`src/hw/backend_pkg.sv`:
```
package backend_pkg;

	localparam int NUM_REGS    = 32;
	localparam int NUM_FWD_SRC = 3;

	// bit positions in fwd_sel_t
	localparam int FWD_M1 = 0;
	localparam int FWD_M2 = 1;
	localparam int FWD_WB = 2;

	// bit positions in stall_vec_t
	localparam int STG_EX = 0;
	localparam int STG_M1 = 1;
	localparam int STG_M2 = 2;

	typedef logic [31:0]            word_t;
	typedef logic [4:0]             reg_idx_t;
	typedef logic [11:0]            imm12_t;
	typedef logic [NUM_FWD_SRC-1:0] fwd_sel_t;   // all zero selects the held operand
	typedef logic [2:0]             stall_vec_t;

	typedef enum logic [3:0] {
		ALU_ADD,
		ALU_SUB,
		ALU_AND,
		ALU_OR,
		ALU_XOR,
		ALU_SLT,
		ALU_SLTU,
		ALU_SLL,
		ALU_SRL,
		ALU_SRA,
		ALU_LU12I
	} alu_op_e;

	typedef struct packed {
		alu_op_e  alu_op;
		reg_idx_t rd;
		reg_idx_t rj;
		reg_idx_t rk;
		imm12_t   imm;
		logic     use_imm;   // imm replaces the rk value
	} inst_t;

	typedef struct packed {
		logic     valid;
		reg_idx_t rd;
		alu_op_e  alu_op;
		logic     use_imm;
		fwd_sel_t fwd_j;     // only meaningful in EX
		fwd_sel_t fwd_k;
	} stage_ctrl_t;

	typedef struct packed {
		word_t opnd_j;
		word_t opnd_k;
		word_t result;
	} stage_data_t;

endpackage

```
`src/hw/reg_file.sv`:
```
`timescale 1ns/10ps

module reg_file import backend_pkg::*; (
	input  logic     clk,
	input  logic     rst_n,
	input  reg_idx_t rd_addr_j_i,
	input  reg_idx_t rd_addr_k_i,
	output word_t    rd_data_j_o,
	output word_t    rd_data_k_o,
	input  logic     wr_en_i,
	input  reg_idx_t wr_addr_i,
	input  word_t    wr_data_i
);

	word_t regs [NUM_REGS];

	always_ff @(posedge clk) begin
		if (!rst_n) begin
			for (int i = 0; i < NUM_REGS; i++) begin
				regs[i] <= '0;
			end
		end else if (wr_en_i && wr_addr_i != '0) begin
			regs[wr_addr_i] <= wr_data_i;
		end
	end

	// r0 is hardwired, a same-cycle write bypasses the array
	assign rd_data_j_o = (rd_addr_j_i == '0) ? '0 :
		(wr_en_i && wr_addr_i == rd_addr_j_i) ? wr_data_i :
		regs[rd_addr_j_i];

	assign rd_data_k_o = (rd_addr_k_i == '0) ? '0 :
		(wr_en_i && wr_addr_i == rd_addr_k_i) ? wr_data_i :
		regs[rd_addr_k_i];

endmodule

```
`src/hw/hazard_fwd.sv`:
```
`timescale 1ns/10ps

module hazard_fwd import backend_pkg::*; (
	input  inst_t       issue_inst_i,
	input  stage_ctrl_t ex_ctrl_i,
	input  stage_ctrl_t m1_ctrl_i,
	input  stage_ctrl_t m2_ctrl_i,
	output fwd_sel_t    fwd_j_o,
	output fwd_sel_t    fwd_k_o
);

	// does this stage hold the producer of src
	function automatic logic produces(stage_ctrl_t ctrl, reg_idx_t src);
		return ctrl.valid && (ctrl.rd == src) && (src != '0);
	endfunction

	// newest producer wins; each stage is one step further by the time EX reads it
	function automatic fwd_sel_t pick(
		reg_idx_t    src,
		stage_ctrl_t ex,
		stage_ctrl_t m1,
		stage_ctrl_t m2
	);
		fwd_sel_t sel;
		sel = '0;
		if (produces(ex, src)) begin
			sel[FWD_M1] = 1'b1;
		end else if (produces(m1, src)) begin
			sel[FWD_M2] = 1'b1;
		end else if (produces(m2, src)) begin
			sel[FWD_WB] = 1'b1;
		end
		// anything older is already in the regfile or its write-through
		return sel;
	endfunction

	assign fwd_j_o = pick(issue_inst_i.rj, ex_ctrl_i, m1_ctrl_i, m2_ctrl_i);

	// no rk read when the immediate is used
	assign fwd_k_o = issue_inst_i.use_imm ? '0 :
		pick(issue_inst_i.rk, ex_ctrl_i, m1_ctrl_i, m2_ctrl_i);

endmodule

```
`src/hw/forward_mux.sv`:
```
`timescale 1ns/10ps

module forward_mux import backend_pkg::*; #(
	parameter int SRC_NUM = 3
) (
	input  logic [SRC_NUM-1:0]  sel_i,
	input  word_t [SRC_NUM-1:0] src_i,
	input  word_t               held_i,
	output word_t               data_o
);

	word_t picked;

	// one-hot and-or select
	always_comb begin
		picked = '0;
		for (int i = 0; i < SRC_NUM; i++) begin
			picked |= src_i[i] & {$bits(word_t){sel_i[i]}};
		end
	end

	assign data_o = (|sel_i) ? picked : held_i;   // no hit means the held value

endmodule

```
`src/hw/stage_regs.sv`:
```
`timescale 1ns/10ps

module stage_regs import backend_pkg::*; (
	input  logic        clk,
	input  logic        rst_n,
	input  stall_vec_t  stage_hold_i,
	input  logic        issue_fire_i,
	input  inst_t       issue_inst_i,
	input  fwd_sel_t    issue_fwd_j_i,
	input  fwd_sel_t    issue_fwd_k_i,
	input  word_t       issue_opnd_j_i,
	input  word_t       issue_opnd_k_i,
	input  word_t       ex_fwd_j_i,
	input  word_t       ex_fwd_k_i,
	input  word_t       ex_result_i,
	output logic        issue_ready_o,
	output stage_ctrl_t ex_ctrl_o,
	output stage_ctrl_t m1_ctrl_o,
	output stage_ctrl_t m2_ctrl_o,
	output stage_ctrl_t wb_ctrl_o,
	output stage_data_t ex_data_o,
	output word_t       m1_result_o,
	output word_t       m2_result_o,
	output word_t       wb_result_o
);

	stall_vec_t  stall;
	stage_ctrl_t ex_ctrl;
	stage_ctrl_t m1_ctrl;
	stage_ctrl_t m2_ctrl;
	stage_ctrl_t wb_ctrl;
	word_t       ex_opnd_j;
	word_t       ex_opnd_k;
	word_t       m1_result;
	word_t       m2_result;
	word_t       wb_result;

	// a hold also stalls everything in front of it
	assign stall[STG_M2] = stage_hold_i[STG_M2];
	assign stall[STG_M1] = stage_hold_i[STG_M1] | stall[STG_M2];
	assign stall[STG_EX] = stage_hold_i[STG_EX] | stall[STG_M1];

	assign issue_ready_o = ~stall[STG_EX];

	// follow the producer while EX waits
	function automatic fwd_sel_t reaim(fwd_sel_t sel, stall_vec_t stl);
		fwd_sel_t nxt;
		nxt[FWD_M1] = sel[FWD_M1] & stl[STG_M1];
		nxt[FWD_M2] = (sel[FWD_M1] & ~stl[STG_M1]) | (sel[FWD_M2] & stl[STG_M2]);
		nxt[FWD_WB] = sel[FWD_M2] & ~stl[STG_M2];
		// a WB pick is already captured into the held operand
		return nxt;
	endfunction

	always_ff @(posedge clk) begin
		if (!rst_n) begin
			ex_ctrl <= '0;
		end else if (!stall[STG_EX]) begin
			if (issue_fire_i) begin
				ex_ctrl.valid   <= 1'b1;
				ex_ctrl.rd      <= issue_inst_i.rd;
				ex_ctrl.alu_op  <= issue_inst_i.alu_op;
				ex_ctrl.use_imm <= issue_inst_i.use_imm;
				ex_ctrl.fwd_j   <= issue_fwd_j_i;
				ex_ctrl.fwd_k   <= issue_fwd_k_i;
			end else begin
				ex_ctrl.valid <= 1'b0;   // nothing issued
			end
		end else begin
			ex_ctrl.fwd_j <= reaim(ex_ctrl.fwd_j, stall);
			ex_ctrl.fwd_k <= reaim(ex_ctrl.fwd_k, stall);
		end
	end

	always_ff @(posedge clk) begin
		if (stall[STG_EX]) begin
			// keep whatever the muxes picked up this cycle
			ex_opnd_j <= ex_fwd_j_i;
			ex_opnd_k <= ex_fwd_k_i;
		end else if (issue_fire_i) begin
			ex_opnd_j <= issue_opnd_j_i;
			// raw immediate rides in the k slot, alu sign-extends it
			ex_opnd_k <= issue_inst_i.use_imm ? word_t'(issue_inst_i.imm) : issue_opnd_k_i;
		end
	end

	always_ff @(posedge clk) begin
		if (!rst_n) begin
			m1_ctrl <= '0;
		end else if (!stall[STG_M1]) begin
			m1_ctrl       <= ex_ctrl;
			m1_ctrl.valid <= ex_ctrl.valid & ~stall[STG_EX];   // bubble behind stalled EX
		end
	end

	always_ff @(posedge clk) begin
		if (!rst_n) begin
			m2_ctrl <= '0;
		end else if (!stall[STG_M2]) begin
			m2_ctrl       <= m1_ctrl;
			m2_ctrl.valid <= m1_ctrl.valid & ~stall[STG_M1];
		end
	end

	// WB never stalls
	always_ff @(posedge clk) begin
		if (!rst_n) begin
			wb_ctrl <= '0;
		end else begin
			wb_ctrl       <= m2_ctrl;
			wb_ctrl.valid <= m2_ctrl.valid & ~stall[STG_M2] & (m2_ctrl.rd != '0);
		end
	end

	// results just travel, all of them exist at end of EX
	always_ff @(posedge clk) begin
		if (!stall[STG_M1]) begin
			m1_result <= ex_result_i;
		end
		if (!stall[STG_M2]) begin
			m2_result <= m1_result;
		end
		wb_result <= m2_result;
	end

	assign ex_ctrl_o = ex_ctrl;
	assign m1_ctrl_o = m1_ctrl;
	assign m2_ctrl_o = m2_ctrl;
	assign wb_ctrl_o = wb_ctrl;

	assign ex_data_o = '{opnd_j: ex_opnd_j, opnd_k: ex_opnd_k, result: ex_result_i};

	assign m1_result_o = m1_result;
	assign m2_result_o = m2_result;
	assign wb_result_o = wb_result;

endmodule

```
`src/hw/alu.sv`:
```
`timescale 1ns/10ps

module alu import backend_pkg::*; (
	input  alu_op_e op_i,
	input  word_t   opnd_j_i,
	input  word_t   opnd_k_i,
	input  logic    use_imm_i,
	input  imm12_t  imm_i,
	output word_t   result_o
);

	word_t      imm_ext;
	word_t      opnd_b;
	logic [4:0] shamt;

	assign imm_ext = {{20{imm_i[11]}}, imm_i};
	assign opnd_b  = use_imm_i ? imm_ext : opnd_k_i;
	assign shamt   = opnd_b[4:0];   // only the low five bits shift

	always_comb begin
		case (op_i)
			ALU_ADD: begin
				result_o = opnd_j_i + opnd_b;
			end
			ALU_SUB: begin
				result_o = opnd_j_i - opnd_b;
			end
			ALU_AND: begin
				result_o = opnd_j_i & opnd_b;
			end
			ALU_OR: begin
				result_o = opnd_j_i | opnd_b;
			end
			ALU_XOR: begin
				result_o = opnd_j_i ^ opnd_b;
			end
			ALU_SLT: begin
				result_o = word_t'($signed(opnd_j_i) < $signed(opnd_b));
			end
			ALU_SLTU: begin
				result_o = word_t'(opnd_j_i < opnd_b);
			end
			ALU_SLL: begin
				result_o = opnd_j_i << shamt;
			end
			ALU_SRL: begin
				result_o = opnd_j_i >> shamt;
			end
			ALU_SRA: begin
				result_o = word_t'($signed(opnd_j_i) >>> shamt);
			end
			ALU_LU12I: begin
				result_o = {imm_i, 20'b0};   // upper immediate, rj ignored
			end
			default: begin
				result_o = '0;
			end
		endcase
	end

endmodule

```
`src/hw/backend_pipeline.sv`:
```
`timescale 1ns/10ps

module backend_pipeline import backend_pkg::*; (
	input  logic       clk,
	input  logic       rst_n,
	input  logic       issue_valid_i,
	input  inst_t      issue_inst_i,
	output logic       issue_ready_o,
	input  stall_vec_t stage_hold_i,
	output logic       reg_w_valid_o,
	output reg_idx_t   reg_w_addr_o,
	output word_t      reg_w_data_o
);

	logic                    issue_fire;
	word_t                   rf_data_j;
	word_t                   rf_data_k;
	fwd_sel_t                issue_fwd_j;
	fwd_sel_t                issue_fwd_k;
	stage_ctrl_t             ex_ctrl;
	stage_ctrl_t             m1_ctrl;
	stage_ctrl_t             m2_ctrl;
	stage_ctrl_t             wb_ctrl;
	stage_data_t             ex_data;
	word_t                   m1_result;
	word_t                   m2_result;
	word_t                   wb_result;
	word_t                   fwd_opnd_j;
	word_t                   fwd_opnd_k;
	word_t                   ex_result;
	word_t [NUM_FWD_SRC-1:0] fwd_src;

	assign issue_fire = issue_valid_i & issue_ready_o;

	// same source vector feeds both operands
	assign fwd_src[FWD_M1] = m1_result;
	assign fwd_src[FWD_M2] = m2_result;
	assign fwd_src[FWD_WB] = wb_result;

	reg_file u_reg_file (
		.clk         (clk),
		.rst_n       (rst_n),
		.rd_addr_j_i (issue_inst_i.rj),
		.rd_addr_k_i (issue_inst_i.rk),
		.rd_data_j_o (rf_data_j),
		.rd_data_k_o (rf_data_k),
		.wr_en_i     (reg_w_valid_o),
		.wr_addr_i   (reg_w_addr_o),
		.wr_data_i   (reg_w_data_o)
	);

	hazard_fwd u_hazard_fwd (
		.issue_inst_i (issue_inst_i),
		.ex_ctrl_i    (ex_ctrl),
		.m1_ctrl_i    (m1_ctrl),
		.m2_ctrl_i    (m2_ctrl),
		.fwd_j_o      (issue_fwd_j),
		.fwd_k_o      (issue_fwd_k)
	);

	forward_mux #(.SRC_NUM(NUM_FWD_SRC)) u_fwd_j (
		.sel_i  (ex_ctrl.fwd_j),
		.src_i  (fwd_src),
		.held_i (ex_data.opnd_j),
		.data_o (fwd_opnd_j)
	);

	forward_mux #(.SRC_NUM(NUM_FWD_SRC)) u_fwd_k (
		.sel_i  (ex_ctrl.fwd_k),
		.src_i  (fwd_src),
		.held_i (ex_data.opnd_k),
		.data_o (fwd_opnd_k)
	);

	alu u_alu (
		.op_i      (ex_ctrl.alu_op),
		.opnd_j_i  (fwd_opnd_j),
		.opnd_k_i  (fwd_opnd_k),
		.use_imm_i (ex_ctrl.use_imm),
		.imm_i     (ex_data.opnd_k[11:0]),   // immediate kept in the k slot
		.result_o  (ex_result)
	);

	stage_regs u_stage_regs (
		.clk            (clk),
		.rst_n          (rst_n),
		.stage_hold_i   (stage_hold_i),
		.issue_fire_i   (issue_fire),
		.issue_inst_i   (issue_inst_i),
		.issue_fwd_j_i  (issue_fwd_j),
		.issue_fwd_k_i  (issue_fwd_k),
		.issue_opnd_j_i (rf_data_j),
		.issue_opnd_k_i (rf_data_k),
		.ex_fwd_j_i     (fwd_opnd_j),
		.ex_fwd_k_i     (fwd_opnd_k),
		.ex_result_i    (ex_result),
		.issue_ready_o  (issue_ready_o),
		.ex_ctrl_o      (ex_ctrl),
		.m1_ctrl_o      (m1_ctrl),
		.m2_ctrl_o      (m2_ctrl),
		.wb_ctrl_o      (wb_ctrl),
		.ex_data_o      (ex_data),
		.m1_result_o    (m1_result),
		.m2_result_o    (m2_result),
		.wb_result_o    (wb_result)
	);

	assign reg_w_valid_o = wb_ctrl.valid;
	assign reg_w_addr_o  = wb_ctrl.rd;
	assign reg_w_data_o  = wb_result;

endmodule

```
`config.mk`:
```
export PLATFORM = sky130hd
export DESIGN_NAME = backend_pipeline
export DESIGN_NICKNAME = d
export VERILOG_FILES = /design/src/hw/backend_pkg.sv /design/src/hw/reg_file.sv /design/src/hw/hazard_fwd.sv /design/src/hw/forward_mux.sv /design/src/hw/stage_regs.sv /design/src/hw/alu.sv /design/src/hw/backend_pipeline.sv
export SDC_FILE = /design/constraint.sdc
export NUM_CORES = 2
export LEC_CHECK = 0
export ABC_AREA = 1
export BUFFER_PORTS_ARGS = -buffer_cell sky130_fd_sc_hd__clkbuf_2
export CAP_MARGIN = 30
export CORE_UTILIZATION = 45
export CTS_CLUSTER_DIAMETER = 200
export DETAILED_ROUTE_END_ITERATION = 8
export SYNTH_ARGS = -nofsm -noshare
export SYNTH_HDL_FRONTEND = slang
export SYNTH_SLANG_ARGS = --single-unit
```
`constraint.sdc`:
```
create_clock -name clk -period 10.1 [get_ports clk]
set_input_delay 3.03 -clock clk [delete_from_list [all_inputs] [get_ports clk]]
set_output_delay 3.03 -clock clk [all_outputs]
set_load 0.01 [all_outputs]
```
==> flow_summary.yaml <==
route:
  wirelength_microns: 323000
  first_pass_iters: 9
  via_count: 69900
  postRouteAntennaNets: 0
  drc_errors: 0
  routedWlPerCell_microns: 29.2
  dr.first_iter.drc_count: 10200
  via_per_inst: 6.32
placement:
  postPlaceCellArea_sq_um: 75200
  post-dp-hpwl_microns: 208000
  dp_slack_ns: 2.64
  dp.cells: 10800
  routabilityCongestion: 1.04
  portBuffers: 76
sta:
  setup_viol: 0
  rsz0062_at_grt: "no"
  worst_slew_pin_slew_ns: 1.18
  skew_ns: 0.0460
  relSlewSlack_pct: 21.2
  fin_crit_ns: 7.49
  finalSetupTns_ns: 0
  timing.final.crit_share_pct: 74.1
  max_freq_mhz: 134
  timing.final.hold_violations: 0
  fin_ws_ns: 2.61
  finalMaxSlewViolations: 0
clock_tree:
  cts_buffer_depth: 3
  post_cts_resized: 0
  hold_buffers: 0
  insertion_delay_ns: 0.82
  post_cts_buffers: 0
  tritoncts: "done"
  cts_buffers: 138
  clk_pin_slew_ns: 0.05
  ctsHtreeMaxLevel: 4
  cts_sinks: 1219
  clock-root-buffer: "clkbuf_16"
power_and_ir_drop:
  leakagePower_nw: 31.1
  power_density_nw_per_um2: 188
  ir_drop_mv: 0.170
yosys:
  synth_area_sq_um: 73200
  synth.avg_cell_area_sq_um: 8.05
  seq_area_frac_synth_pct: 49.1
  yosysWarningCount: 0
  synth_area_leaders: "edfxtp_1 (47%), nor2_1 (7.7%), o21ai_0 (7.7%)"
  synth.largest_area_cell: "edfxtp_1"
  synth_ff_type: "edfxtp_1"
  synth_most_common_cell: "nor2_1"
  synth_top_area_share_pct: 47.2
  async_reset_ff_share_pct: 0
  synth_edf_count: 1152
  synthTopCellsByCount: "nor2_1 (1,499), nand2_1 (1,480), edfxtp_1 (1,152)"
  synth_cells: 9098
  synth-seq-cells: 1219
  ys_types: 66
setup_path:
  critPathCaptureType: "output pin"
  r2r_start: "u_stage_regs.ex_ctrl_o[2]$_SDFFE_PN0P_"
  crit_slowest_cell: "buf_4"
  crit_type: "primary input to output pin"
  slowest_delay_ns: 0.58
  critical_path.top_delay_family: "buffers and inverters"
  timing.rr.end: "u_stage_regs.m1_result_o[23]$_DFFE_PP_"
  cp_cell_sequence: "clkbuf_2, nor2_4, buf_4, inv_2, nor2_4, clkbuf_2"
  required_ns: 7.07
  arrival_ns: 4.46
  rrSetupSlack_ns: 3.60
  cp_max_fo: 43
  rr_worst_depth: 15
  startpoint_type: "primary input"
  path_buf_inv: 4
die:
  coreArea_sq_um: 161000
  row_count: 147
  dieArea_sq_um: 164000
  die_h_microns: 405
  dieWidth_microns: 405
  io_pins: 77
  initial_core_util_pct: 45.4
worst_hold_path:
  hold_path_class: "flip-flop to flip-flop"
  min_from: "u_stage_regs.m2_result_o[24]$_DFFE_PN_"
  hold_end: "u_stage_regs.wb_result_o[24]$_DFF_P_"
  holdPathStages: 0
grt:
  grt_usage_pct: 38.4
  grt_pass1_wl_microns: 453000
  grt_pass1_vias: 62900
  grt_overflow: 0
  antenna_found_initial: 18
  grt_max_degree: 246
flow_run:
  drv_cap: 0
final_layout:
  num-fill-cells: 15400
  instances_no_fill: 11100
  fin_util_pct: 49.4
  final_area_sq_um: 79600
  area_growth_pct: 8.72
  layout-drive-gt1-share_pct: 6.76
  fin_nets: 8912
outcome:
  outcome: "completed"
-- report_power, final --
group | leakage [nW] | switching (mW) | internal [mW]
clock | 2.14 | 2.17 | 2.83
sequential | 12.4 | 0.180 | 5.83
combinational | 16.5 | 3.00 | 0.924
total | 31.1 | 5.35 | 9.58
-- metrics by stage --
step | hold WS, ns | total power [mW]
finish | 0.397 | 14.9
global route | 0.410 | 15.3
CTS | 0.397 | 14.8
detailed placement | 0.382 | 9.84
global placement | 0.377 | 9.82
floorplan | 0.371 | 8.30
-- metal layers --
layer / global-route usage (%) / wire, microns
met5: 0 / 161
met4: 27.6 / 26400
met3: 9.25 / 37800
met2: 57.2 / 139000
met1: 48.7 / 119000
-- registers in the layout, indices dropped and copies added (netlist names) --
register                  cells
u_stage_regs.m1_ctrl_o        6
u_stage_regs.m1_result_o     32
u_reg_file.regs            1024
u_stage_regs.m2_result_o     32
u_stage_regs.ex_opnd_k       32
u_stage_regs.wb_result_o     32
u_stage_regs.m2_ctrl_o        6
u_stage_regs.ex_ctrl_o       17
u_stage_regs.wb_ctrl_o        6
u_stage_regs.ex_opnd_j       32
-- worst max-delay path by stage --
| stage | from | to | slack, ns | cells past startpoint |
|---|---|---|---|---|
| global route | stage_hold_i[2] | issue_ready_o | 2.54 | 6 |
| floorplan | stage_hold_i[2] | issue_ready_o | 2.92 | 6 |
| global placement | stage_hold_i[2] | issue_ready_o | 2.66 | 6 |
| finish | stage_hold_i[2] | issue_ready_o | 2.61 | 6 |
| CTS | stage_hold_i[2] | issue_ready_o | 2.64 | 6 |
| detailed placement | stage_hold_i[2] | issue_ready_o | 2.64 | 6 |
-- cell usage in the layout, fill, tap and decap left out, drive strengths merged, types with 6 or more instances in the layout --
| cell | synthesis | routed |
|---|---|---|
| nand3 | 667 | 667 |
| o22ai | 174 | 174 |
| a31oi | 71 | 71 |
| a211oi | 19 | 19 |
| o21bai | 11 | 11 |
| a22oi | 7 | 7 |
| nand2 | 1498 | 1498 |
| nor2 | 1508 | 1508 |
| buf | 296 | 209 |
| diode | 0 | 6 |
| clkbuf | 476 | 253 |
| nor4 | 12 | 12 |
| a221oi | 32 | 32 |
| edfxtp | 1152 | 1152 |
| dfxtp | 67 | 67 |
| nor3 | 36 | 36 |
| o2111ai | 46 | 46 |
| ha | 99 | 99 |
| a21oi | 587 | 587 |
| o221ai | 9 | 9 |
| o21ai | 1176 | 1176 |
| a32o | 7 | 7 |
| bufinv | 0 | 8 |
| or2 | 15 | 15 |
| xor2 | 13 | 13 |
| nand4 | 57 | 57 |
| clkinv | 22 | 73 |
| inv | 662 | 666 |
| o31ai | 29 | 29 |
| o211ai | 298 | 298 |
| conb | 1 | 32 |
| o41ai | 6 | 6 |
-- cells by family after synthesis --
kind of cell	synth area share, %
other	0.00512
flip-flops	49.1
AND/OR/NAND/NOR	21.4
AO/OA/AOI/OAI	19.5
adder cells (fa/ha/maj)	1.75
XOR/XNOR	0.191
buffers and inverters	8.08
-- cell type report --
type,instances,area [sq um],share of cell area (%)
Clock buffer,186,3750,4.71
Timing Repair Buffer,276,2350,2.96
Inverter,684,2580,3.24
Tap cell,2160,2700,3.39
Sequential cell,1219,35900,45.1
Clock inverter,65,652,0.819
Antenna cell,6,15.0,0.0189
Multi-Input combinational cell,6454,31600,39.7
Power figures use the tool's default switching activity.
